$ cat src/mem_cfg.svh
`ifndef MEM_CFG_SVH
`define MEM_CFG_SVH

// data path width, one word
`define MEM_DW 32

// word address width of the data RAM
`define MEM_AW 10

// MIPS primary opcodes for loads
`define OP_LB  6'h20
`define OP_LH  6'h21
`define OP_LW  6'h23
`define OP_LBU 6'h24
`define OP_LHU 6'h25

// MIPS primary opcodes for stores
`define OP_SB  6'h28
`define OP_SH  6'h29
`define OP_SW  6'h2b

`endif

$ cat src/mem_pkg.sv
`include "mem_cfg.svh"

package mem_pkg;

    // memory opcodes, values follow the MIPS primary opcode field
    typedef enum logic [5:0] {
        OP_NONE = 6'h00,
        OP_LB   = `OP_LB,
        OP_LH   = `OP_LH,
        OP_LW   = `OP_LW,
        OP_LBU  = `OP_LBU,
        OP_LHU  = `OP_LHU,
        OP_SB   = `OP_SB,
        OP_SH   = `OP_SH,
        OP_SW   = `OP_SW
    } mem_op_e;

    // access size derived from the opcode
    typedef enum logic [1:0] {
        SZ_BYTE = 2'd0,
        SZ_HALF = 2'd1,
        SZ_WORD = 2'd2
    } mem_size_e;

endpackage

$ cat src/mem_align.sv
`timescale 1ns/1ps
`include "mem_cfg.svh"

module mem_align import mem_pkg::*; (
    // E side, merged request
    input  logic               E_mem_en,
    input  logic               E_mem_wen,
    input  mem_op_e            E_mem_op,
    input  logic [`MEM_DW-1:0] E_mem_addr,
    input  logic [`MEM_DW-1:0] E_mem_wdata,
    output logic [3:0]         ram_we,
    output logic [`MEM_AW-1:0] ram_addr,
    output logic [`MEM_DW-1:0] ram_wdata,
    // M side, returned word
    input  logic               M_mem_sel1,
    input  logic               M_mem_sel2,
    input  mem_op_e            M_mem_op,
    input  logic [1:0]         M_addr_lo,
    input  logic [`MEM_DW-1:0] ram_rdata,
    output logic [`MEM_DW-1:0] M_mem_rdata1,
    output logic [`MEM_DW-1:0] M_mem_rdata2
);

    mem_size_e          e_size;
    mem_size_e          m_size;
    logic [7:0]         m_byte;
    logic [15:0]        m_half;
    logic [`MEM_DW-1:0] load_data;

    function automatic mem_size_e op_size(mem_op_e op);
        case (op)
            OP_LB, OP_LBU, OP_SB: return SZ_BYTE;
            OP_LH, OP_LHU, OP_SH: return SZ_HALF;
            default:              return SZ_WORD;
        endcase
    endfunction

    assign e_size = op_size(E_mem_op);
    assign m_size = op_size(M_mem_op);

    // store lanes, little endian
    assign ram_addr = E_mem_addr[`MEM_AW+1:2];

    always_comb begin
        ram_we    = 4'b0000;
        ram_wdata = E_mem_wdata;
        case (e_size)
            SZ_BYTE: begin
                ram_wdata = {4{E_mem_wdata[7:0]}};
                ram_we    = 4'b0001 << E_mem_addr[1:0];
            end
            SZ_HALF: begin
                ram_wdata = {2{E_mem_wdata[15:0]}};
                ram_we    = E_mem_addr[1] ? 4'b1100 : 4'b0011;
            end
            default: begin
                ram_we = 4'b1111;
            end
        endcase
        // only a live store touches the RAM
        if (!(E_mem_en && E_mem_wen)) begin
            ram_we = 4'b0000;
        end
    end

    // load lane pick from the registered low address bits
    assign m_byte = ram_rdata[8*M_addr_lo +: 8];
    assign m_half = M_addr_lo[1] ? ram_rdata[31:16] : ram_rdata[15:0];

    always_comb begin
        load_data = '0;
        case (M_mem_op)
            OP_LB, OP_LH, OP_LW, OP_LBU, OP_LHU: begin
                case (m_size)
                    SZ_BYTE: begin
                        if (M_mem_op == OP_LB) begin
                            load_data = {{(`MEM_DW-8){m_byte[7]}}, m_byte};
                        end else begin
                            load_data = {{(`MEM_DW-8){1'b0}}, m_byte};
                        end
                    end
                    SZ_HALF: begin
                        if (M_mem_op == OP_LH) begin
                            load_data = {{(`MEM_DW-16){m_half[15]}}, m_half};
                        end else begin
                            load_data = {{(`MEM_DW-16){1'b0}}, m_half};
                        end
                    end
                    default: begin
                        load_data = ram_rdata;
                    end
                endcase
            end
            // stores and bubbles return nothing
            default: begin
                load_data = '0;
            end
        endcase
    end

    // steer to the owning slot, the other one sees zero
    assign M_mem_rdata1 = {`MEM_DW{M_mem_sel1}} & load_data;
    assign M_mem_rdata2 = {`MEM_DW{M_mem_sel2}} & load_data;

endmodule

$ cat config.mk
export PLATFORM = sky130hd
export DESIGN_NAME = mem_align
export DESIGN_NICKNAME = d
export VERILOG_FILES = /design/src/mem_pkg.sv /design/src/mem_align.sv
export VERILOG_INCLUDE_DIRS = /design/src
export SDC_FILE = /design/constraint.sdc
export NUM_CORES = 1
export LEC_CHECK = 0
export ABC_AREA = 1
export BUFFER_PORTS_ARGS = -buffer_cell sky130_fd_sc_hd__buf_2
export CORE_AREA = 2 2 87 89
export DETAILED_ROUTE_END_ITERATION = 16
export DIE_AREA = 0 0 89 91
export PLACE_DENSITY = 0.76
export SLEW_MARGIN = 5
export SYNTH_ARGS = -nofsm -noshare
export SYNTH_HDL_FRONTEND = slang
export SYNTH_SLANG_ARGS = --single-unit
$ cat constraint.sdc
create_clock -name vclk -period 1.55
set_input_delay 0.0775 -clock vclk [all_inputs]
set_output_delay 0.0775 -clock vclk [all_outputs]
set_load 0.02 [all_outputs]
== After elaboration in Yosys (flattened, before gate mapping) ==
Index checks and enable logic that the tools add are counted.

* Bits in latches: 0
* Memory bits (read-only): 0
* Memories: 0
* Bits in writable memories: 0
* Output and inout port bits: 110
* Register bits after elaboration: 0

* Shift operators: 2
* Magnitude comparators: 0
* Reduce and logical (&&, ||, !) cells: 8
* $add $sub $neg: 0
* Div/mod/pow operators: 0
* Bitwise gates (word level): 2
* Equal/unequal tests: 15
* Multiply operators: 0
* Muxes and demuxes: 11

{| class="wikitable"
|+ Operators by type and width
! kind !! number
|-
| 32-bit one-hot mux with 2 select lines || 2
|-
| 32-bit 2-to-1 mux || 3
|-
| 6-bit equality test (second input constant) || 13
|-
| 32-bit bitwise AND || 2
|-
| 32-bit by 6-bit indexed part select with 8-bit output || 1
|-
| 16-bit 2-to-1 mux || 1
|-
| 3-bit OR reduction || 4
|-
| 4-bit 2-to-1 mux || 2
|-
| 2-bit one-hot mux with 2 select lines || 2
|-
| 4-bit one-hot mux with 2 select lines || 1
|-
| 5-bit OR reduction || 1
|-
| 2-bit by 1-bit equality test with 1-bit output (second input constant) || 2
|-
| 2-bit logical NOT || 2
|-
| 1-bit by 2-bit left shift with 4-bit output (first input constant) || 1
|-
| 1-bit logical AND || 1
|}

== Longest topological paths before layout ==
* Word-level depth: 7
* Depth in mapped cells: 11

== Worst setup path before layout ==
OpenSTA, ideal clock, no wires.

* Path type: input-to-output
* Start: in M_mem_op[3]
* End: out M_mem_rdata1[21]
* Arrival time: 1146 ps
* Cell stages on the path: 8
* Path slack: 326 ps
* Required time: 1472 ps
* Buffers on the path: 1
* Cells stage by stage: nor2_1 > nand2_1 > nor2_2 > nand3_4 > nand3_4 > buf_12 > nand3_2 > nor2_1

* Cells in the longest elaborated chain, start to end: 7
* Elaborated cells between the ends (all ways): 18

{| class="wikitable"
|+ Ends and longest elaborated chain
! what !! line !! source
|-
| start, declared || mem_align.sv:17 || <nowiki>input mem_op_e M_mem_op,</nowiki>
|-
| 6-bit equality test, on equally long branches || n/a ||
|-
| 3-bit OR reduction || mem_align.sv:31 || <nowiki>case (op)</nowiki>
|-
| 2-bit one-hot mux with 2 select lines || mem_align.sv:31 ||
|-
| 2-bit by 1-bit equality test with 1-bit output / 2-bit logical NOT (equally long branches) || mem_align.sv:74 || <nowiki>case (m_size)</nowiki>
|-
| 32-bit one-hot mux with 2 select lines || mem_align.sv:74 ||
|-
| 32-bit 2-to-1 mux (*) || mem_align.sv:72 || <nowiki>case (M_mem_op)</nowiki>
|-
| 32-bit bitwise AND (*) || mem_align.sv:102 || <nowiki>assign M_mem_rdata1 = {`MEM_DW{M_mem_sel1}} & load_data;</nowiki>
|-
| end, declared || mem_align.sv:20 || <nowiki>output logic [`MEM_DW-1:0] M_mem_rdata1,</nowiki>
|}

Mark *: on every way between the ends. The rest lies on a longest branch, timed or not.

== Worst setup path in the final report ==
* Start: in M_mem_op[3]
* End: out M_mem_rdata2[7]

* Cells in the longest elaborated chain, start to end: 7
* Elaborated cells between the ends (all ways): 16

{| class="wikitable"
|+ Ends and longest elaborated chain
! what !! line !! source
|-
| 6-bit equality test, on equally long branches || mem_align.sv:31, mem_align.sv:72 ||
|-
| 3-bit OR reduction || mem_align.sv:31 ||
|-
| 2-bit one-hot mux with 2 select lines || mem_align.sv:31 ||
|-
| 2-bit by 1-bit equality test with 1-bit output / 2-bit logical NOT (equally long branches) || mem_align.sv:74 ||
|-
| 32-bit one-hot mux with 2 select lines || mem_align.sv:74 ||
|-
| 32-bit 2-to-1 mux (*) || mem_align.sv:72 ||
|-
| 32-bit bitwise AND (*) || mem_align.sv:103 || <nowiki>assign M_mem_rdata2 = {`MEM_DW{M_mem_sel2}} & load_data;</nowiki>
|-
| end, declared || mem_align.sv:21 || <nowiki>output logic [`MEM_DW-1:0] M_mem_rdata2</nowiki>
|}

Marked as above.

==> flow_metrics.py <==
metrics = {
    "run_status": {
        "outcome": "finished, final reports clean",
    },
    "finish": {
        "clock_buffers": 0,
        "n_antenna_cell": 0,
        "drive_gt1_share_pct": 45.0,
        "flops_and_latches": 0,
        "multi_input_area_um2": 1620,
        "fin_nets": 696,
        "fill_cells": 801,
        "area_growth_pct": 55.6,
        "final_cells": 679,
        "area.sequential_um2": 0,
    },
    "floorplan": {
        "die_x_um": 89,
        "initial_core_util_pct": 28.7,
        "die_h_um": 91,
        "die_area_um2": 8100,
        "io_pins": 224,
        "core-area_um2": 7140,
        "rows": 31,
    },
    "grt": {
        "grt_util_all_layers_pct": 19.7,
        "grt_first_pass_wirelength_um": 13100,
        "first_global_vias": 2897,
        "overflow": 0,
        "grt_max_degree": 33,
        "antenna_found_initial": 0,
    },
    "drt": {
        "ant_nets": 0,
        "drt_first_pass_iters": 4,
        "drt-total-wl_um": 9050,
        "wl_per_cell_um": 13.3,
        "viasPerCell": 4.67,
        "num_vias": 3168,
        "drt-initial-drc-count": 92,
        "drcViolationCount": 0,
    },
    "critical_path": {
        "crit_fanout": 11,
        "cp-end-kind": "output port",
        "start_kind": "input port",
        "worstPathRequired_ns": 1.47,
        "crit_arrival_ns": 1.43,
        "path_class": "input port to output port",
    },
    "worst_hold_path": {
        "hp-class": "input port to output port",
    },
    "power": {
        "peakVddDrop_mv": 0.0857,
        "p_sw_mw": 0.460,
        "p_int_mw": 0.290,
        "power_frac_comb_pct": 100.0,
        "power.leakage_nw": 1.92,
        "power_density_nw_per_um2": 236,
        "sw_frac_of_total_pct": 61.3,
        "p_clk_share_pct": 0,
        "sequentialPowerShare_pct": 0,
    },
    "sta": {
        "finalMaxSlewViolations": 0,
        "fin_hold_ws_ns": 0.155,
        "fin_setup_tns_ns": 0,
        "slew_headroom_pct": 77.3,
        "layout_min_cycle_time_ns": 1.50,
        "hold_violations": 0,
        "rsz0062_at_grt": "true",
        "worst-slew-pin-transition_ns": 0.341,
        "timing.fmax_mhz": 664,
        "setup_violations": 0,
        "period_share_pct": 97.1,
    },
    "synth": {
        "syn_area_per_cell_um2": 5.00,
        "yosysSeqAreaShare_pct": 0,
        "synth.distinct_cells": 26,
        "syn-instance-count": 409,
        "yosysWarnings": 0,
        "synth_fp_nets": 523,
        "syn_area_um2": 2050,
    },
    "placement": {
        "place.gp.congestion": 0.932,
        "port_buffers": 184,
        "dp.final_hpwl_um": 7220,
        "dp_cells": 670,
    },
    "clock_network": {
        "ctsHoldBuffers": 0,
    },
    "run": {
        "max-cap-violations": 0,
    },
}
[power groups by stage]
stage	Combinational, mW	Sequential [mW]	Clock (mW)
after global routing	0.826	0	0
final	0.751	0	0
after detailed placement	0.711	0	0
after CTS	0.715	0	0
after floorplan	0.479	0	0
after global placement	0.702	0	0
[layout by cell type, fill, tap and decap left out, types with 2 or more instances in the layout]
cell type | Yosys | final
nand3_2 | 11 | 14
or2_1 | 6 | 6
or2_2 | 2 | 2
nor2_4 | 2 | 2
buf_12 | 1 | 4
buf_4 | 22 | 32
nand2_1 | 117 | 115
a21oi_1 | 2 | 2
inv_4 | 1 | 2
nand3_1 | 42 | 38
mux2_2 | 8 | 8
o211ai_1 | 9 | 9
buf_2 | 4 | 169
inv_2 | 3 | 2
nor2_2 | 5 | 9
inv_1 | 52 | 51
nand2_2 | 3 | 4
o21ai_0 | 27 | 27
nor2_1 | 74 | 70
nand3_4 | 3 | 5
[logic make-up (layout without fill, tap and decap cells)]
| logic type | count (synthesis) | after routing | share of synthesized area (%) |
|---|---|---|---|
| buffers and inverters | 95 | 265 | 24.3 |
| AO/OA/AOI/OAI | 38 | 38 | 10.4 |
| multiplexers | 8 | 8 | 4.40 |
| AND/OR/NAND/NOR | 268 | 269 | 60.9 |
[through the flow]
stage               cell area [µm²]  utilization (%)  setup WS (ns)  total power, mW
floorplan                      2050                -          0.326            0.479
global placement               2990             41.8         0.0691            0.702
detailed placement             2990             41.8         0.0431            0.711
CTS                            2990             41.8         0.0257            0.715
global route                   3180             44.6        -0.0437            0.826
finish                         3180             44.6         0.0450            0.751
[routing by layer]
| layer | GRT usage, % | part of all wire (%) | wire length, µm |
|---|---|---|---|
| met2 | 40.8 | 53 | 4820 |
| met3 | 1.00 | 8.0 | 728 |
| met4 | 2.49 | 1.1 | 98 |
| met1 | 21.5 | 38 | 3410 |
| met5 | 0 | 0 | 0 |
[synthesized netlist by cell type]
cell type	count	area share, %
a21oi_1	2	0.49
buf_12	1	0.98
buf_2	4	0.98
buf_4	22	8.1
buf_6	4	2.2
clkbuf_1	7	1.3
clkinv_4	1	0.43
inv_1	52	9.5
inv_2	3	0.55
inv_4	1	0.31
mux2_2	8	4.4
nand2_1	117	21
nand2_2	3	0.92
nand2_4	1	0.55
nand3_1	42	10
nand3_2	11	5.4
nand3_4	3	2.6
nand4_1	1	0.31
nor2_1	74	14
nor2_2	5	1.5
nor2_4	2	1.1
nor3_4	1	0.79
o211ai_1	9	3.3
o21ai_0	27	6.6
or2_1	6	1.8
or2_2	2	0.61
[path summary, 6_finish.rpt]
kind,start,cells after the start,slack [ns],end
worst max-delay path,M_mem_op[3],9,0.05,M_mem_rdata2[7]
worst min-delay path,E_mem_addr[2],0,0.16,ram_addr[0]
[worst max-delay path, cell delays in order]
cell and delay [ns]:
buf_2 0.11, nand2_1 0.14, nand3_4 0.18, nand2_8 0.10
buf_4 0.16, buf_4 0.15, o211ai_1 0.27, nor2_1 0.07
buf_4 0.17
[area by class of cell]
type | instances | share of cell area, %
multi-input combinational | 315 | 51.0
timing repair buffer | 208 | 38.0
inverter | 57 | 7.15
tap | 99 | 3.89
[repair_timing]
item,CTS,global route
setup endpoints to repair,0,55
gates resized for setup,0,32
setup buffers,0,7
Note: power is estimated with default switching activity, not from simulation.
