==> config.mk <==
export PLATFORM = sky130hd
export DESIGN_NAME = em_pipe_reg
export DESIGN_NICKNAME = d
export VERILOG_FILES = /design/src/mem_pkg.sv /design/src/em_pipe_reg.sv
export VERILOG_INCLUDE_DIRS = /design/src
export SDC_FILE = /design/constraint.sdc
export NUM_CORES = 1
export LEC_CHECK = 0
export ABC_CLOCK_PERIOD_IN_PS = 800
export CAP_MARGIN = 20
export CORE_AREA = 2 2 39 41
export DETAILED_ROUTE_END_ITERATION = 8
export DIE_AREA = 0 0 41 43
export DONT_BUFFER_PORTS = 1
export GPL_ROUTABILITY_DRIVEN = 0
export GPL_TIMING_DRIVEN = 0
export PLACE_DENSITY = 0.5
export SYNTH_ARGS = -nofsm -noshare
export SYNTH_HDL_FRONTEND = slang
export SYNTH_SLANG_ARGS = --single-unit
==> constraint.sdc <==
create_clock -name clk -period 0.8 [get_ports clk]
set_input_delay 0 -clock clk [delete_from_list [all_inputs] [get_ports clk]]
set_output_delay 0 -clock clk [all_outputs]
set_load 0.005 [all_outputs]
==> src/mem_cfg.svh <==
`ifndef MEM_CFG_SVH
`define MEM_CFG_SVH

// data path width, one word
`define MEM_DW 32

// word address width of the data RAM
`define MEM_AW 10

// MIPS primary opcodes for loads
`define OP_LB  6'h20
`define OP_LH  6'h21
`define OP_LW  6'h23
`define OP_LBU 6'h24
`define OP_LHU 6'h25

// MIPS primary opcodes for stores
`define OP_SB  6'h28
`define OP_SH  6'h29
`define OP_SW  6'h2b

`endif

==> src/mem_pkg.sv <==
`include "mem_cfg.svh"

package mem_pkg;

    // memory opcodes, values follow the MIPS primary opcode field
    typedef enum logic [5:0] {
        OP_NONE = 6'h00,
        OP_LB   = `OP_LB,
        OP_LH   = `OP_LH,
        OP_LW   = `OP_LW,
        OP_LBU  = `OP_LBU,
        OP_LHU  = `OP_LHU,
        OP_SB   = `OP_SB,
        OP_SH   = `OP_SH,
        OP_SW   = `OP_SW
    } mem_op_e;

    // access size derived from the opcode
    typedef enum logic [1:0] {
        SZ_BYTE = 2'd0,
        SZ_HALF = 2'd1,
        SZ_WORD = 2'd2
    } mem_size_e;

endpackage

==> src/em_pipe_reg.sv <==
`timescale 1ns/1ps

module em_pipe_reg import mem_pkg::*; (
    input  logic       clk,
    input  logic       rst,
    input  logic       M_ena,
    input  logic       M_flush,
    input  logic       E_mem_sel1,
    input  logic       E_mem_sel2,
    input  mem_op_e    E_mem_op,
    input  logic [1:0] E_addr_lo,
    output logic       M_mem_sel1,
    output logic       M_mem_sel2,
    output mem_op_e    M_mem_op,
    output logic [1:0] M_addr_lo
);

    // slot selects and opcode
    always_ff @(posedge clk) begin
        if (rst) begin
            M_mem_sel1 <= 1'b0;
            M_mem_sel2 <= 1'b0;
            M_mem_op   <= OP_NONE;
        end else if (M_ena) begin
            if (M_flush) begin
                M_mem_sel1 <= 1'b0;
                M_mem_sel2 <= 1'b0;
                M_mem_op   <= OP_NONE;
            end else begin
                M_mem_sel1 <= E_mem_sel1;
                M_mem_sel2 <= E_mem_sel2;
                M_mem_op   <= E_mem_op;
            end
        end
    end

    // lane offset for the load extract
    always_ff @(posedge clk) begin
        if (M_ena) begin
            M_addr_lo <= E_addr_lo;
        end
    end

    // one owner per returned word, needs the issue and kill logic upstream
    a_one_sel: assert property (
        @(posedge clk) disable iff (rst) !(M_mem_sel1 && M_mem_sel2)
    ) else $error("both M selects set");

endmodule

=== After elaboration in Yosys (flattened, before gate mapping) ===
Cells that the tools add are included.

* Flip-flop bits (word level): 10
* Output and inout port bits: 10
* Input bits: 14
* Word-level logic and storage cells: 7

* Multiplexer cells: 3

{| class="wikitable"
|+ Operators by type and width
! kind !! number
|-
| 6-bit 2-to-1 mux || 1
|-
| 1-bit 2-to-1 mux || 2
|}

=== Longest topological paths before layout ===
Gate-level depths: netlist of the first run.

* Depth after elaboration: 1
* Mapped depth: 3
* Gate-level depth less buffers: 2

=== Worst setup path before layout of the first run ===
Ideal clock, no wire load.

* Kind: flip-flop to flip-flop
* Start point: register M_mem_op[2] (netlist name)
* End point: register M_mem_op[2]
* Path buffers: 0
* Arrival: 0.484 ns
* Path slack: 0.246 ns
* Data required time: 0.730 ns
* Period minus slack after synthesis: 0.554 ns
* Setup time: 0.070 ns
* Stages on the path, launching flop included: 3
* Cell sequence: dfxtp_1 > nand2b_2 > a21oi_1

{| class="wikitable"
|+ RTL lines
! what !! line !! RTL
|-
| to (signal assigned) || em_pipe_reg.sv:32 || <nowiki>M_mem_op <= E_mem_op;</nowiki>
|-
| to (decl) || em_pipe_reg.sv:14 || <nowiki>output mem_op_e M_mem_op,</nowiki>
|}

=== Worst setup path after layout of the first run ===
* Start point: register M_addr_lo[0]
* End point: output M_addr_lo[0]

{| class="wikitable"
|+ RTL lines
! what !! line !! RTL
|-
| from (decl) || em_pipe_reg.sv:15 || <nowiki>output logic [1:0] M_addr_lo</nowiki>
|-
| from (signal assigned) || em_pipe_reg.sv:40 || <nowiki>M_addr_lo <= E_addr_lo;</nowiki>
|}

No word-level cell between the ends.

==> impl_metrics.ini, run 1 <==
[outcome]
outcome = finished, final reports clean

[layout]
layout.area.seq_um2 = 220
drive_gt1_frac = 0.192
fillCellCount = 145
stdcell_count = 68
antenna_cells = 0
post-route-cell-area_um2 = 572
syn2layout_area_growth_pct = 42.8
fin_util = 0.413
layout.nets = 67
multi_input_area_um2 = 165

[routing]
vias_per_cell = 4.74
dr.first_iter.drc_count = 2
vias = 322
totalWireLength_um = 923
wl_per_cell_um = 13.6
drc_errors = 0
drt_first_pass_iters = 3
antenna_left = 0

[worst_setup_path]
crit_required_ns = 0.80
cp_max_fo = 1
reg2reg_slack_ns = 0.18
cp-start-kind = register
rr_worst_depth = 2
rr_startpoint = M_mem_op[5]$_SDFFE_PP0P_
r2r_end = M_mem_op[5]$_SDFFE_PP0P_
criticalPathCategory = register to output port
cp.arrival_ns = 0.64
worst_setup_path_end_kind = output port

[global_route]
grt-ovfl-total = 0
grt_pass1_wl_mm = 1.44
grtUsageTotal = 0.126
grt_max_degree = 11
antenna_found_initial = 0
grt_pass1_vias = 344

[power]
vdd_drop_max_v = 0.000726
p_per_area_nw_per_um2 = 1770
intPower_w = 0.000791
power_switching_share = 0.219
combPwrFrac = 0.111
sequentialPowerShare = 0.548
p_sw_w = 0.000221
clockPowerShare = 0.341
leakagePower_nw = 0.211

[clock_tree]
clock-sinks = 10
cts_tree = done
path_clk_slew_ns = 0.06
cts_root_buf = clkbuf_4
ctsHtreeMaxLevel = 1
clkLatencyLatePin_ns = 0.26
cts_buffers = 3
cts_max_path_buffers = 2

[sta]
finalSetupViolCount = 0
fin_tns_setup_ns = 0
slew_viol_final = 0
rsz0062_at_grt = false
hold_ws_ns = 0.0397
min_period_over_period = 0.805
min_period_ns = 0.644
fmax_mhz = 1550
worst_pin_slew_ns = 0.343
hold_violations = 0
finClkSkew_ns = 0
slew-limit-headroom = 0.771

[yosys]
synth_top_area_share = 0.400
synthTopCellsByArea = dfxtp_1, edfxtp_1, nand3b_1
ys_seq_area_frac = 0.550
synthArstFlopShare = 0
netlist_area_um2 = 400
syn-instance-count = 36
synth_flop_cell = dfxtp_1
synth_top_cell_by_area = dfxtp_1
synth.yosys.warnings = 0
ys_seq_elements = 10
synth.top_cells.by_count = a21oi_1, dfxtp_1, nand3b_1
syn_nets = 50
yosysUniqueCellTypes = 8
synth-edff-count = 2
avgSynthCellArea_um2 = 11.1

[floorplan]
io_pins = 24
core_area_um2 = 1380
die-area_um2 = 1760
die_w_um = 41
placementRows = 14
initial_core_util = 0.289
die_height_um = 43

[min_path]
hp-start = M_ena
min_path_type = input port to register
whs_path_depth = 3
holdPathEnd = M_mem_op[3]$_SDFFE_PP0P_

[place]
placed_cells = 52
dp_hpwl_um = 633
portBuffers = 0
dpl-instance-area_um2 = 420

[flow_run]
maxCapViolCount = 0
## cells by family (layout without fill, tap and decap cells)
kind of cell,after synthesis,after routing,share of synthesized area
AO/OA/AOI/OAI,8,8,0.100
buffers and inverters,2,18,0.0375
flip-flops,10,10,0.550
AND/OR/NAND/NOR,16,16,0.313
## per-layer routing
metal,up-vias,routed length (µm),global-route usage
li1,156,-,-
met1,150,341,0.143
met2,16,489,0.178
met3,0,92,0.0785
met4,0,0,0.0600
met5,-,0,0
## worst max-delay path by stage
stage                             start                        to  slack (ns)  cells after the start
6_report         M_addr_lo[0]$_DFFE_PP_              M_addr_lo[0]        0.16                      0
5_1_grt        M_mem_op[5]$_SDFFE_PP0P_  M_mem_op[5]$_SDFFE_PP0P_        0.10                      2
4_1_cts                           M_ena  M_mem_op[4]$_SDFFE_PP0P_        0.02                      3
3_5_place_dp   M_mem_op[2]$_SDFFE_PP0P_  M_mem_op[2]$_SDFFE_PP0P_        0.19                      2
3_3_place_gp   M_mem_op[2]$_SDFFE_PP0P_  M_mem_op[2]$_SDFFE_PP0P_        0.21                      2
2_1_floorplan  M_mem_op[2]$_SDFFE_PP0P_  M_mem_op[2]$_SDFFE_PP0P_        0.25                      2
## power by group through the flow
stage	logic [W]	registers [W]	clock network (W)
floorplan	0.0000482	0.000563	0
global placement	0.0000526	0.000567	0
detailed placement	0.0000560	0.000568	0
CTS	0.000112	0.000556	0.000364
global route	0.000123	0.000559	0.000386
finish	0.000112	0.000555	0.000345
## flip-flops by register name (all words and copies together) (netlist names)
signal and count:
M_mem_sel1 1, M_mem_sel2 1, M_addr_lo 2, M_mem_op 6
## timing repair
action                                  in CTS  in global routing
hold buffers                                12                  0
setup buffers                                0                  0
endpoints found under the setup margin       0                  7
resized for setup                            0                  2
hold endpoints to repair                    12                  0
## metrics by stage
step / total power (W) / setup slack (ns)
floorplan: 0.000612 / 0.246
global placement: 0.000619 / 0.214
detailed placement: 0.000624 / 0.192
CTS: 0.00103 / 0.0241
global route: 0.00107 / 0.104
finish: 0.00101 / 0.156
## layout by cell type (no fill, tap or decap), drive strengths merged
cell type      n
dlygate4sd3   10
dfxtp          8
nand3b         8
a21oi          8
nand2b         8
clkbuf         3
edfxtp         2
dlymetal6s4s   2
buf            2
clkinv         1
## area by class of cell
type / count / share of cell area
buffer: 2 / 0.0263
clock inverter: 1 / 0.00656
tap: 16 / 0.0350
multi-input combinational: 24 / 0.289
clock buffer: 3 / 0.0394
timing repair buffer: 12 / 0.219
sequential: 10 / 0.385
(Power assumes the default switching activity.)
==> inputs of run 2 (changes only) <==
Settings changed: ABC_AREA set to 1, PLACE_DENSITY 0.5 to 0.46.
==> impl_metrics.ini, run 2 <==
[clock_tree]
ctsHtreeMaxLevel = 1
cts_max_path_buffers = 2
clock-sinks = 10
path_clk_slew_ns = 0.07
cts_buffers = 3
cts_resized = 0
cts_root_buf = clkbuf_4
cts_setup_buffers = 0
clkLatencyLatePin_ns = 0.25
cts_tree = done

[layout]
final_common_cell = dlygate4sd3_1
syn2layout_area_growth_pct = 44.3
multi_input_area_um2 = 110
antenna_cells = 0
top_regs = M_mem_op (6), M_addr_lo (2)
post-route-cell-area_um2 = 509
fillCellCount = 144
largest_reg_flops = 6
top_register = M_mem_op
drive_gt1_frac = 0.0943
layout.nets = 68
stdcell_count = 69
layout.area.seq_um2 = 220
final_cell_mix = dlygate4sd3_1, dfxtp_1, nand3_1, nand2_1, a21oi_1

[sta]
fmax_mhz = 1540
finClkSkew_ns = 0
rsz0062_at_grt = false
hold_ws_ns = 0.0320
worst_pin_slew_ns = 0.330
finalSetupViolCount = 0
min_period_ns = 0.648
finalWorstSetupSlack_ns = 0.152
slew-limit-headroom = 0.780
min_period_over_period = 0.809
slew_viol_final = 0
hold_violations = 0
fin_tns_setup_ns = 0

[yosys]
synth.top_cells.by_count = a21oi_1, dfxtp_1, nand2_1, nand3_1, edfxtp_1
synthSimpleGateAreaFrac = 0.199
synthArstFlopShare = 0
synth_xor_area_frac = 0
synthAdderAreaFrac = 0
synth_top_area_share = 0.454
syn-instance-count = 38
synth_top_family_by_area = simple AND/OR/NAND/NOR gates
synth-edff-count = 2
ys_seq_area_frac = 0.624
synth_flop_cell = dfxtp_1
avgSynthCellArea_um2 = 9.29
netlist_area_um2 = 353
synth.area.mux_share = 0
synth-compound-area-share = 0.113
synthTopCellsByArea = dfxtp_1, edfxtp_1, a21oi_1
yosysUniqueCellTypes = 9
ys_seq_elements = 10
syn_nets = 52
synth_top_cell_by_area = dfxtp_1
synth.yosys.warnings = 0

[global_route]
grt-ovfl-total = 0
grt_pass1_vias = 297
antenna_found_initial = 0
grt_pass1_wl_mm = 1.28
grt_max_degree = 10
grtUsageTotal = 0.113

[floorplan]
core_area_um2 = 1380
die-area_um2 = 1760
placementRows = 14
die_w_um = 41
io_pins = 24
initial_core_util = 0.255
die_height_um = 43

[routing]
vias_per_cell = 4.43
dr.first_iter.drc_count = 0
antenna_left = 0
drc_errors = 0
totalWireLength_um = 800
vias = 306
drt_first_pass_iters = 1
wl_per_cell_um = 11.6

[worst_setup_path]
cp.arrival_ns = 0.65
cp_max_fo = 1
criticalPathCategory = register to output port
rr_worst_depth = 2
crit_cells = 0
worst_setup_path_end_kind = output port
cp-start-kind = register
crit_required_ns = 0.80

[power]
leakagePower_nw = 0.187
p_per_area_nw_per_um2 = 1970
vdd_drop_max_v = 0.000657

[place]
dp_hpwl_um = 574
place_ws_ns = 0.192
portBuffers = 0
dpl-instance-area_um2 = 373
placed_cells = 54

[flow_run]
maxCapViolCount = 0

[outcome]
outcome = finished, final reports clean

[min_path]
whs_path_depth = 3
min_path_type = input port to register
[run 2: stage by stage]
| step | power, W | util |
|---|---|---|
| 4_1_cts | 0.00102 | 0.368 |
| 3_3_place_gp | 0.000615 | 0.269 |
| 5_1_grt | 0.00105 | 0.368 |
| 2_1_floorplan | 0.000604 | - |
| 3_5_place_dp | 0.000617 | 0.269 |
| 6_report | 0.00100 | 0.368 |
[run 2: routing by layer]
metal / vias to the layer above / track usage / wire, µm
met4: 0 / 0.100 / 0
met5: - / 0 / 0
met2: 10 / 0.156 / 442
met3: 0 / 0.0419 / 61
li1: 159 / - / -
met1: 137 / 0.128 / 296
[run 2: final timing paths]
kind	start	to	slack [ns]
min reg2reg	M_mem_op[5]$_SDFFE_PP0P_	M_mem_op[5]$_SDFFE_PP0P_	0.49
max	M_addr_lo[0]$_DFFE_PP_	M_addr_lo[0]	0.15
max reg2reg	M_mem_sel1$_SDFFE_PP0P_	M_mem_sel1$_SDFFE_PP0P_	0.18
min	M_ena	M_mem_sel2$_SDFFE_PP0P_	0.03
[run 2: what timing repair did]
| action | CTS | global route |
|---|---|---|
| endpoints found under the setup margin | 0 | 0 |
| hold buffers | 11 | 0 |
| hold endpoints to repair | 12 | 0 |
[run 2: logic make-up (layout without fill, tap and decap cells)]
logic type | count (synthesis) | in the layout
compound gates | 8 | 8
flops | 10 | 10
simple gates | 16 | 16
buf+inv | 4 | 19
[run 2: area by class of cell]
type | count | area share
buffer | 2 | 0.0295
clock buffer | 4 | 0.0516
inverter | 2 | 0.0147
multi-input combinational | 24 | 0.216
sequential | 10 | 0.432
tap | 16 | 0.0393
timing repair buffer | 11 | 0.216
[run 2: power by group]
| group | internal, W | switching, W | total [W] |
|---|---|---|---|
| clock | 0.000192 | 0.000164 | 0.000356 |
| sequential | 0.000538 | 0.0000151 | 0.000553 |
| combinational | 0.0000545 | 0.0000402 | 0.0000947 |
| total | 0.000785 | 0.000219 | 0.00100 |
