`src/mem_cfg.svh`:
```
`ifndef MEM_CFG_SVH
`define MEM_CFG_SVH

// data path width, one word
`define MEM_DW 32

// word address width of the data RAM
`define MEM_AW 10

// MIPS primary opcodes for loads
`define OP_LB  6'h20
`define OP_LH  6'h21
`define OP_LW  6'h23
`define OP_LBU 6'h24
`define OP_LHU 6'h25

// MIPS primary opcodes for stores
`define OP_SB  6'h28
`define OP_SH  6'h29
`define OP_SW  6'h2b

`endif

```
`src/mem_pkg.sv`:
```
`include "mem_cfg.svh"

package mem_pkg;

    // memory opcodes, values follow the MIPS primary opcode field
    typedef enum logic [5:0] {
        OP_NONE = 6'h00,
        OP_LB   = `OP_LB,
        OP_LH   = `OP_LH,
        OP_LW   = `OP_LW,
        OP_LBU  = `OP_LBU,
        OP_LHU  = `OP_LHU,
        OP_SB   = `OP_SB,
        OP_SH   = `OP_SH,
        OP_SW   = `OP_SW
    } mem_op_e;

    // access size derived from the opcode
    typedef enum logic [1:0] {
        SZ_BYTE = 2'd0,
        SZ_HALF = 2'd1,
        SZ_WORD = 2'd2
    } mem_size_e;

endpackage

```
`src/struct_conflict.sv`:
```
`timescale 1ns/1ps
`include "mem_cfg.svh"

module struct_conflict import mem_pkg::*; (
    // control
    input  logic               E_exp1,
    input  logic               E_exp2,
    input  logic               M_flush,
    input  logic               M_ena,
    // slot A
    input  logic               E_mem_en1,
    input  logic               E_mem_ren1,
    input  logic               E_mem_wen1,
    input  mem_op_e            E_mem_op1,
    input  logic [`MEM_DW-1:0] E_mem_addr1,
    input  logic [`MEM_DW-1:0] E_mem_wdata1,
    output logic               E_mem_adel1,
    output logic               E_mem_ades1,
    output logic               E_mem_sel1,
    // slot B
    input  logic               E_mem_en2,
    input  logic               E_mem_ren2,
    input  logic               E_mem_wen2,
    input  mem_op_e            E_mem_op2,
    input  logic [`MEM_DW-1:0] E_mem_addr2,
    input  logic [`MEM_DW-1:0] E_mem_wdata2,
    output logic               E_mem_adel2,
    output logic               E_mem_ades2,
    output logic               E_mem_sel2,
    // merged port
    output logic               E_mem_en,
    output logic               E_mem_ren,
    output logic               E_mem_wen,
    output mem_op_e            E_mem_op,
    output logic [`MEM_DW-1:0] E_mem_addr,
    output logic [`MEM_DW-1:0] E_mem_wdata
);

    logic kill_a;
    logic kill_b;

    // word loads need both low bits clear, halfword loads only bit 0
    function automatic logic load_misaligned(mem_op_e op, logic [1:0] lo);
        case (op)
            OP_LW:         return |lo;
            OP_LH, OP_LHU: return lo[0];
            default:       return 1'b0;
        endcase
    endfunction

    function automatic logic store_misaligned(mem_op_e op, logic [1:0] lo);
        case (op)
            OP_SW:   return |lo;
            OP_SH:   return lo[0];
            default: return 1'b0;
        endcase
    endfunction

    // a disabled slot may carry a stale opcode, so no error from it
    assign E_mem_adel1 = E_mem_en1 & load_misaligned(E_mem_op1, E_mem_addr1[1:0]);
    assign E_mem_ades1 = E_mem_en1 & store_misaligned(E_mem_op1, E_mem_addr1[1:0]);
    assign E_mem_adel2 = E_mem_en2 & load_misaligned(E_mem_op2, E_mem_addr2[1:0]);
    assign E_mem_ades2 = E_mem_en2 & store_misaligned(E_mem_op2, E_mem_addr2[1:0]);

    // anything wrong in slot A also kills the younger slot B
    assign kill_a = E_exp1 | E_mem_adel1 | E_mem_ades1;
    assign kill_b = kill_a | E_exp2 | E_mem_adel2 | E_mem_ades2;

    assign E_mem_sel1 = E_mem_en1 & ~kill_a;
    assign E_mem_sel2 = E_mem_en2 & ~kill_b;

    // port only fires when M can take the access
    assign E_mem_en  = (E_mem_sel1 | E_mem_sel2) & M_ena & ~M_flush;
    assign E_mem_ren = (E_mem_sel1 & E_mem_ren1) | (E_mem_sel2 & E_mem_ren2);
    assign E_mem_wen = (E_mem_sel1 & E_mem_wen1) | (E_mem_sel2 & E_mem_wen2);

    assign E_mem_op = E_mem_sel1 ? E_mem_op1 :
                      E_mem_sel2 ? E_mem_op2 : OP_NONE;

    assign E_mem_addr  = ({`MEM_DW{E_mem_sel1}} & E_mem_addr1)
                       | ({`MEM_DW{E_mem_sel2}} & E_mem_addr2);
    assign E_mem_wdata = ({`MEM_DW{E_mem_sel1}} & E_mem_wdata1)
                       | ({`MEM_DW{E_mem_sel2}} & E_mem_wdata2);

    // issue never pairs two memory ops, the merge relies on it
    always_comb begin
        assert (!(E_mem_en1 && E_mem_en2))
            else $error("both slots issued a memory access in one cycle");
    end

endmodule

```
`config.mk`:
```
export PLATFORM = sky130hd
export DESIGN_NAME = struct_conflict
export DESIGN_NICKNAME = d
export VERILOG_FILES = /design/src/mem_pkg.sv /design/src/struct_conflict.sv
export VERILOG_INCLUDE_DIRS = /design/src
export SDC_FILE = /design/constraint.sdc
export NUM_CORES = 1
export LEC_CHECK = 0
export ABC_AREA = 1
export BUFFER_PORTS_ARGS = -buffer_cell sky130_fd_sc_hd__buf_2
export CAP_MARGIN = 25
export CORE_AREA = 10 10 81 83
export DETAILED_ROUTE_END_ITERATION = 8
export DIE_AREA = 0 0 91 93
export GPL_TIMING_DRIVEN = 0
export PLACE_DENSITY = 0.88
export SYNTH_ARGS = -nofsm -noshare
export SYNTH_HDL_FRONTEND = slang
export SYNTH_SLANG_ARGS = --single-unit
```
`constraint.sdc`:
```
create_clock -name vclk -period 1.84
set_clock_uncertainty 0.15 [all_clocks]
set_input_delay 0.184 -clock vclk [all_inputs]
set_output_delay 0.184 -clock vclk [all_outputs]
set_load 0.02 [all_outputs]
```
# Word level (Yosys, flattened, before mapping)
# Index checks and enable logic that the tools add are counted.
# classes
muxes,6
n_eq_ne,10
bitwise,29
n_reduce_logical,4
# op_table
operator,n
32-bit bitwise AND,4
32-bit bitwise OR,2
6-bit equality test (second input constant),10
1-bit bitwise AND,12
6-bit 2-to-1 mux,2
1-bit bitwise OR,8
1-bit one-hot mux with 2 select lines,4
2-bit OR reduction,4
1-bit NOT,3
# word_totals
word_cells,49
reg_bits,0
out_inout_bits,79
in_bits,150

# Logic depth before layout (Yosys ltp)
# Gate-level depths: netlist of run 1.
# logic_depth
word_depth,14
mapped_depth,12
ltp_nobuf,9

# Worst setup path before layout of run 1
# Ideal clock, no wire load.
# synth_path
path_kind,input to output
start,input port E_mem_addr2[1]
end,output port E_mem_wdata[10]
t_required_ns,1.506
setup_slack_ns,0.162
arrival_ns,1.344
path_stages,8
n_path_buf,1
cell_sequence,nand2_1 -> a21oi_1 -> nand2_1 -> nor2_1 -> nor2_2 -> clkbuf_1 -> nand3_1 -> nand2_1
# synth_between
elab_chain_cells,9
elab_cells_between_ends,11
classes_between,mux (2); bitwise (8); reduce/logical (1)
# synth_lines
item,line_no,text
from (decl),struct_conflict.sv:25,"input logic [`MEM_DW-1:0] E_mem_addr2,"
2-bit OR reduction,struct_conflict.sv:45,OP_LW: return |lo;
1-bit one-hot mux with 2 select lines,struct_conflict.sv:44,case (op)
1-bit bitwise AND,struct_conflict.sv:62,"assign E_mem_adel2 = E_mem_en2 & load_misaligned(E_mem_op2, E_mem_addr2[1:0]);"
net E_mem_adel2,struct_conflict.sv:27,"output logic E_mem_adel2,"
1-bit bitwise OR (2 in series),struct_conflict.sv:67,assign kill_b = kill_a | E_exp2 | E_mem_adel2 | E_mem_ades2;
1-bit NOT,struct_conflict.sv:70,assign E_mem_sel2 = E_mem_en2 & ~kill_b;
1-bit bitwise AND,struct_conflict.sv:70,
32-bit bitwise AND,struct_conflict.sv:83,| ({`MEM_DW{E_mem_sel2}} & E_mem_wdata2);
32-bit bitwise OR,struct_conflict.sv:82,assign E_mem_wdata = ({`MEM_DW{E_mem_sel1}} & E_mem_wdata1)
to (decl),struct_conflict.sv:36,output logic [`MEM_DW-1:0] E_mem_wdata
# The timed path passes the listed nets, and every way through them passes these cells.

# Worst setup path in the final report of run 1
# layout_path
start,input port E_mem_addr2[0]
end,output port E_mem_wdata[26]
# layout_between
elab_chain_cells,9
elab_cells_between_ends,11
classes_between,mux (2); bitwise (8); reduce/logical (1)
# layout_lines
item,line_no
2-bit OR reduction,"struct_conflict.sv:45, struct_conflict.sv:53"
1-bit one-hot mux with 2 select lines,struct_conflict.sv:44
1-bit bitwise AND,struct_conflict.sv:62
1-bit bitwise OR,struct_conflict.sv:67
1-bit bitwise OR (*),struct_conflict.sv:67
1-bit NOT (*),struct_conflict.sv:70
1-bit bitwise AND (*),struct_conflict.sv:70
32-bit bitwise AND (*),struct_conflict.sv:83
32-bit bitwise OR (*),struct_conflict.sv:82
# Every way passes the cells marked *; elsewhere a longest branch is shown, timed or not.

==> run metrics, run 1 <==
status complete, no violations; initial antenna violation count 0; worst-margin pin slew 0.219 ns; PortBufs approximately 230; fin cells between 600 and 700; Compound-Gate Fraction of Synth Area under 10%; setup violators final 0; min Tclk post-route between 1.5 and 2 ns; PwrDens 254 nW/um^2; Slew HR ~85%; sequential share of the synthesized area 0%; CP max stage cell nor2_4; critical path's top delay family simple AND/OR/NAND/NOR gates; Syn-to-layout area delta 143%; largest net degree at the start of global routing 11; post-DP HPWL slightly below 8000 um; die width 91 um; vias per inst around 4.7; Die Y between 90 and 100 um; Post-Route WL about 10000 um; Post-Synthesis Cell Area 1330 um^2; Synth area leaders nand2_1 (42%), nand3_1 (28%), buf_2 (5.6%), inv_1 (5.1%), buf_6 (3.4%); Sw Share between 50% and 60%; final cycle utilization of the critical path a little under 100%; yosys warns 0; core area between 5000 and 6000 um^2; critical path cell sequence buf_2, inv_1, a21oi_2, nand2_1, nand2_1, nor2_4, buf_4, nand3_1, nand2_1, buf_2; drt first pass iters 7; Vias slightly below 3000; Max Cap Violations 0; HP Class in2out; Reg power frac 0%; fraction of synthesized area in multiplexers 0%; critical path endpoint category output port; Achievable Freq between 500 and 600 MHz; total power 819 uW; Crit path largest cell delay 0.23 ns; clock buffers 0; GRT Total Usage 18.3%; Synth Area in Simple Gates between 80 and 90%; RSZ-0062 raised after global routing yes; Seq Cell Count 0; Post-Syn Nets about 450; Mean Syn Cell Area around 4.5 um^2; Crit path top cell by count nand2_1; commonest cells in the netlist nand2_1 (149), nand3_1 (75), inv_1 (18); first-pass GRT wire length 13500 um; post-route cell area roughly 3200 um^2; Routed WL per cell 16.1 um; CP Class in2out; Cell variety after synth 19; Critical Path Start Type input pin; fillers between 400 and 500; Post-CTS Hold Buffers 0; worst IR drop on VDD ~110 uV; Hold Fails Final Rpt 0; post-synth top area share 42.1%; main combinational cell family by area after synthesis simple AND/OR/NAND/NOR gates; Gate power share 100.0%; crit path buf inv count 4; Clk network pwr share 0%; fin. max-slew vios 0; Net Sw Power approximately 440 uW; layout cells sized above 1 ~59%; Iter 0 DRT Violations 145; Post-Syn Instances ~300; Critical Path Fanout Max 10; Storage cell area 0 um^2; placed cell areas between 2000 and 3000 um^2; Synth Area in Adders 0%; # diodes 0; cell taking the most area after synthesis nand2_1; most common cell in the netlist nand2_1; I/O Pins ~230; static leakage roughly 0.0020 uW; die area roughly 8500 um^2; cell internal pwr approximately 380 uW; xor and xnor area share after synthesis 0%; vias in the first global route about 2700; grt total ovfl 0; Final Util around 64%; Final Wtd Congestion slightly above 0.9; Setup TNS 0 ns; DRC viols 0; Crit path arrival time 1.47 ns; std cell rows 26; dpl cells approximately 600; Worst EP required 1.51 ns; Initial Util between 20% and 30%; NumNets Final 692; Post-DRT Antenna Nets 0
==> worst min-delay path, cell delays in order <==
cell and delay, ns:
buf_2 0.08, nand2_2 0.05, nand2_2 0.05, buf_6 0.11
==> worst paths after layout <==
kind / startpoint / to / slack [ns] / depth (start not counted)
max: E_mem_addr2[0] / E_mem_wdata[26] / 0.04 / 10
min: E_mem_wdata1[19] / E_mem_wdata[19] / 0.51 / 4
==> final cells by class <==
| cell class | instances | area (um^2) | share of cell area, % |
|---|---|---|---|
| inverters | 20 | 82.6 | 2.56 |
| well taps | 70 | 87.6 | 2.72 |
| plain buffers | 22 | 228 | 7.07 |
| multi-input cells | 256 | 1280 | 39.9 |
| repair buffers | 242 | 1540 | 47.8 |
==> timing repair <==
| item | 4_1_cts | 5_1_grt |
|---|---|---|
| endpoints found under the setup margin | 70 | 70 |
| setup buffers | 0 | 9 |
| gates cloned | 0 | 6 |
| pin swaps | 1 | 22 |
| gates resized for setup | 12 | 147 |
==> power groups by stage <==
stage | registers, uW | logic [uW] | clock network [uW]
global placement | 0 | 629 | 0
global route | 0 | 880 | 0
finish | 0 | 819 | 0
detailed placement | 0 | 638 | 0
CTS | 0 | 650 | 0
floorplan | 0 | 332 | 0
==> metrics by stage <==
step / setup slack (ns) / hold WS, ns
4_1_cts: -0.00319 / 0.530
5_1_grt: -0.0487 / 0.528
3_3_place_gp: -0.214 / 0.528
2_1_floorplan: 0.162 / 0.348
6_report: 0.0375 / 0.509
3_5_place_dp: -0.237 / 0.529
==> placed cells by master (no fill, tap or decap) <==
cell type and count:
inv_6 1, nand3_2 7, nand3_1 69, o21ai_1 5, nand2_1 119, a21boi_0 1
buf_12 4, a21oi_1 1, inv_4 1, nand2_4 4, nor2_2 2, a21oi_2 2
nand2_2 27, nor2_1 9, clkbuf_4 2, o21ai_0 1, inv_1 15, nand3_4 1
buf_8 3, nor2_4 7, buf_2 192, clkbuf_16 4, buf_6 33, buf_4 26
nand4_1 1, inv_2 3
==> layer usage <==
layer  track usage [%]  routed length [um]  share of wire [%]  vias to the layer above
li1                  -                   -                  -                     1431
met2              35.2                5340                 54                      135
met5                 0                   0                  0                        -
met1              20.7                3710                 38                     1311
met3              3.84                 628                6.4                       12
met4              2.48                 168                1.7                        0
==> kinds of logic after synthesis <==
kind of cell	after synthesis
compound gates	10
buf+inv	42
simple gates	245
No activity file was read; power rests on OpenSTA's default activity.
==> run 2: changes to the inputs <==
--- a/config.mk
+++ b/config.mk
@@ -7,13 +7,13 @@
 export NUM_CORES = 1
 export LEC_CHECK = 0
 export ABC_AREA = 1
-export BUFFER_PORTS_ARGS = -buffer_cell sky130_fd_sc_hd__buf_2
 export CAP_MARGIN = 25
 export CORE_AREA = 10 10 81 83
 export DETAILED_ROUTE_END_ITERATION = 8
 export DIE_AREA = 0 0 91 93
+export DONT_BUFFER_PORTS = 1
 export GPL_TIMING_DRIVEN = 0
-export PLACE_DENSITY = 0.88
+export PLACE_DENSITY = 0.48
 export SYNTH_ARGS = -nofsm -noshare
 export SYNTH_HDL_FRONTEND = slang
 export SYNTH_SLANG_ARGS = --single-unit
==> constraint.sdc (replaced) <==
create_clock -name vclk -period 2.05
set_clock_uncertainty 0.15 [all_clocks]
set_input_delay 0.205 -clock vclk [all_inputs]
set_output_delay 0.205 -clock vclk [all_outputs]
set_load 0.02 [all_outputs]
==> run 2 against run 1 <==
  * Combinational power down 56%
  * Die area unchanged
  * Setup slack better by 0.072 ns
  * Final cell count down 40%
  * Via count down 33%
  * Design area down 55%
  * Largest power group unchanged
==> run metrics, run 2 (synthesized netlist as in run 1, its figures left out) <==
status complete, no violations; initial antenna violation count 0; HP Class in2out; GRT Total Usage between 10% and 20%; post-DP HPWL 6670 um; worst-margin pin slew 0.694 ns; Critical Path Fanout Max 10; layout cells sized above 1 12.8%; PwrDens 250 nW/um^2; largest net degree at the start of global routing 11; most frequent cells in the layout nand2_1 (145), nand3_1 (75), inv_1 (18); NumNets Final 449; die width a little over 90 um; min Tclk post-route approximately 1.9 ns; static leakage about 0.00086 uW; Routed WL per cell around 21 um; Crit path depth 11; Post-DRT Antenna Nets 0; Iter 0 DRT Violations between 60 and 70; Seq Cell Count 0; worst hold path depth 2; RSZ-0062 raised after global routing yes; Place WS -0.118 ns; hold endpoint E_mem_en; Hold Slack ~0.42 ns; setup violators final 0; vias per inst around 5.3; Hold Fails Final Rpt 0; Vias between 1500 and 2000; critical path's top delay family simple AND/OR/NAND/NOR gates; Die Y 93 um; Crit path top cell by count nand2_1; crit path buf inv count 4; setup ws final between 0.1 and 0.15 ns; core area around 5000 um^2; Initial Util about a quarter; commonest non-fill, non-tap cell in the layout nand2_1; Achievable Freq around 520 MHz; CP Class in2out; Crit path largest cell delay about 0.2 ns; Worst EP required roughly 1.7 ns; Crit path arrival time around 1.6 ns; critical path cell sequence inv_1, nand2_1, nand2_1, nor2_4, nor2_4, nand3_4, inv_2, buf_6, buf_6, nand2_1, nand2_1; # diodes 0; clock buffers 0; final cycle utilization of the critical path between 90% and 100%; DRC viols 0; Syn-to-layout area delta 8.95%; std cell rows 26; I/O Pins about 230; fin. max-slew vios 0; Post-Route WL 7600 um; worst IR drop on VDD approximately 75 uV; Final Wtd Congestion ~0.91; first-pass GRT wire length roughly 11000 um; grt total ovfl 0; CP max stage cell nand2_1; HP Start M_ena; PortBufs 0; Max Cap Violations 0; critical path endpoint category output port; Storage cell area 0 um^2; Slew HR 53.3%; Final Util 28.9%; die area 8460 um^2; Setup TNS 0 ns; Critical Path Start Type input pin; drt first pass iters 4; vias in the first global route 1891
==> run 2: cell type report <==
cell class         count  area, um^2
inverters             20        75.1
well taps             70        87.6
fillers              595        3560
multi-input cells    255        1150
plain buffers         22         136
==> run 2: how the worst max path moves through the flow <==
stage / endpoint / start / slack [ns]
2_1_floorplan: E_mem_wdata[10] / E_mem_addr2[1] / 0.33
3_3_place_gp: E_mem_wdata[20] / E_mem_op2[1] / -0.12
3_5_place_dp: E_mem_wdata[20] / E_mem_op2[1] / -0.12
4_1_cts: E_mem_wdata[20] / E_mem_en1 / 0.03
5_1_grt: E_mem_op[2] / E_mem_en1 / -0.009
6_report: E_mem_wdata[16] / E_mem_addr1[0] / 0.11
==> run 2: through the flow <==
stage / cell area (um^2) / instances / total power [uW]
2_1_floorplan: 1330 / 297 / 298
3_5_place_dp: 1420 / 367 / 361
6_report: 1450 / 367 / 362
5_1_grt: 1450 / 367 / 396
3_3_place_gp: 1420 / 367 / 359
4_1_cts: 1420 / 367 / 362
==> run 2: timing repair <==
item / in CTS / in global routing
buffers inserted: 0 / 0
pin swaps: 0 / 1
setup endpoints to repair: 24 / 16
hold buffers: 0 / 0
gates resized for setup: 2 / 10
==> run 2: power by group <==
| part | internal [uW] | total (uW) | switching (uW) |
|---|---|---|---|
| sequential | 0 | 0 | 0 |
| combinational | 77.7 | 362 | 284 |
| clock | 0 | 0 | 0 |
| total | 77.7 | 362 | 284 |
==> run 2: layer usage <==
| layer | up-vias | global-route usage (%) | part of all wire, % |
|---|---|---|---|
| li1 | 944 | - | - |
| met1 | 834 | 16.5 | 38 |
| met2 | 151 | 27.4 | 49 |
| met3 | 6 | 6.63 | 13 |
| met4 | 0 | 1.83 | 0.89 |
| met5 | - | 0 | 0 |
==> run 3: changes to the inputs <==
--- a/config.mk
+++ b/config.mk
@@ -8,12 +8,12 @@
 export LEC_CHECK = 0
 export ABC_AREA = 1
 export CAP_MARGIN = 25
-export CORE_AREA = 10 10 81 83
+export CORE_AREA = 10 10 80 82
 export DETAILED_ROUTE_END_ITERATION = 8
-export DIE_AREA = 0 0 91 93
+export DIE_AREA = 0 0 90 92
 export DONT_BUFFER_PORTS = 1
 export GPL_TIMING_DRIVEN = 0
-export PLACE_DENSITY = 0.48
+export PLACE_DENSITY = 0.49
 export SYNTH_ARGS = -nofsm -noshare
 export SYNTH_HDL_FRONTEND = slang
 export SYNTH_SLANG_ARGS = --single-unit
==> run 3 against run 2 <==
  * First-iteration DRC count grew 120%
  * Core utilization increased by 0.40 points
  * Design area decreased by 0.61%
  * Combinational power barely moved
  * Die area fell by 2.2%
  * Clock-buffer cell count unchanged
  * Final cell count is 0.27% higher
  * Critical path depth decreased by 2
  * Setup slack got worse by 0.053 ns
  * Fmax fell by 2.7%
  * Critical path type unchanged
  * Critical endpoint is now E_mem_wdata[24]
  * Largest cell class unchanged
  * Largest power group unchanged
  * Highest routed layer unchanged
==> run metrics, run 3 (synthesized netlist as in run 1, its figures left out) <==
placed cell areas around 1400 um^2; worst-margin pin slew 0.689 ns; critical path endpoint category output port; multi-input logic area ~1100 um^2; post-route cell area ~1400 um^2; Critical Path Start Type input pin; NumNets Final 450; fin. max-slew vios 0; Seq Cell Count 0; total power between 300 and 400 uW; layout cells sized above 1 between 10% and 20%; fillers 576; most frequent cells in the layout nand2_1 (148), nand3_1 (75), inv_1 (18); Place WS -0.0736 ns; drt first pass iters 5; Storage cell area 0 um^2; commonest non-fill, non-tap cell in the layout nand2_1; Final Wtd Congestion between 0.7 and 0.8; Slew HR between 50 and 60%; # diodes 0; Hold Slack between 0.4 and 0.5 ns; setup violators final 0; vias in the first global route 1887; setup ws final roughly 0.057 ns; Hold Fails Final Rpt 0; HP Class in2out; Max Cap Violations 0; post-DP HPWL ~6800 um; PortBufs 0; first-pass GRT wire length around 12000 um; vias per inst 5.18; initial antenna violation count 0; final cycle utilization of the critical path a little over nine tenths; Critical Path Fanout Max 10; Vias roughly 1900; clock buffers 0; min Tclk post-route 1.99 ns; Iter 0 DRT Violations between 100 and 150; Routed WL per cell between 20 and 25 um; DRC viols 0; core area between 4000 and 5000 um^2; Achievable Freq ~500 MHz; Crit path arrival time around 1.6 ns; status complete, no violations; CP Class in2out; static leakage between 0.0008 and 0.0009 uW; std cell rows 26; Post-CTS Hold Buffers 0; post-CTS setup buffer count 0; Worst EP required between 1.5 and 2 ns; PwrDens about 250 nW/um^2; GRT Total Usage about 17%; Die Y 92 um; worst IR drop on VDD between 70 and 80 uV; Post-DRT Antenna Nets 0; largest net degree at the start of global routing 11; grt total ovfl 0; Syn-to-layout area delta 8.29%; I/O Pins about 230; die width ~90 um; Initial Util 27.1%; die area slightly above 8000 um^2; Post-Route WL between 7000 and 8000 um; RSZ-0062 raised after global routing yes
==> run 3: changes by cell type in the layout (fill, tap and decap cells not counted) <==
cell,change
buf_1,+1
o21ai_1,+2
nand2_2,-3
nand2_1,+3
clkbuf_1,-1
a21boi_0,+1
nor2_2,+1
a21boi_1,-1
o21ai_2,-2
==> run 3: routing by layer <==
| layer | vias up | routed length, um | GRT usage (%) |
|---|---|---|---|
| met4 | 0 | 18 | 0.398 |
| li1 | 947 | - | - |
| met3 | 2 | 847 | 5.79 |
| met2 | 115 | 3980 | 29.5 |
| met5 | - | 0 | 0 |
| met1 | 844 | 3100 | 19.8 |
==> run 3: area by class of cell <==
cell class	count	area share [%]
Multi-Input combinational cell	256	79.2
Inverter	20	5.22
Buffer	22	9.48
Tap cell	70	6.09
==> run 3: power by group <==
group          switching (uW)  leakage, uW  total, uW  internal (uW)
Sequential                  0            0          0              0
Combinational             284     0.000860        361           77.0
Clock                       0            0          0              0
Total                     284     0.000860        361           77.0
==> run 3: path summary, 6_finish.rpt <==
check	start	to	slack, ns	cells after the start
worst max-delay path	E_mem_en1	E_mem_wdata[24]	0.06	9
worst min-delay path	M_ena	E_mem_en	0.40	2
==> run 3: timing repair <==
action | in CTS | in global routing
gates resized for setup | 2 | 5
cloned | 0 | 1
setup endpoints to repair | 15 | 24
pin swaps | 0 | 1
==> run 3: stage by stage <==
step                std cells  util [%]  setup TNS (ns)
finish                    368      29.3               0
global route              368      29.3          -0.315
CTS                       367      29.0               0
detailed placement        367      28.8          -0.334
global placement          367      28.8          -0.113
floorplan                 297         -               0
==> run 3: critical path, cell delays in order <==
cell and delay [ns]:
buf_4 0.15, nand2_2 0.09, nor2_1 0.06, nand2_1 0.06
nand2_1 0.12, nor2_2 0.32, buf_2 0.28, nand3_1 0.15
nand2_1 0.21
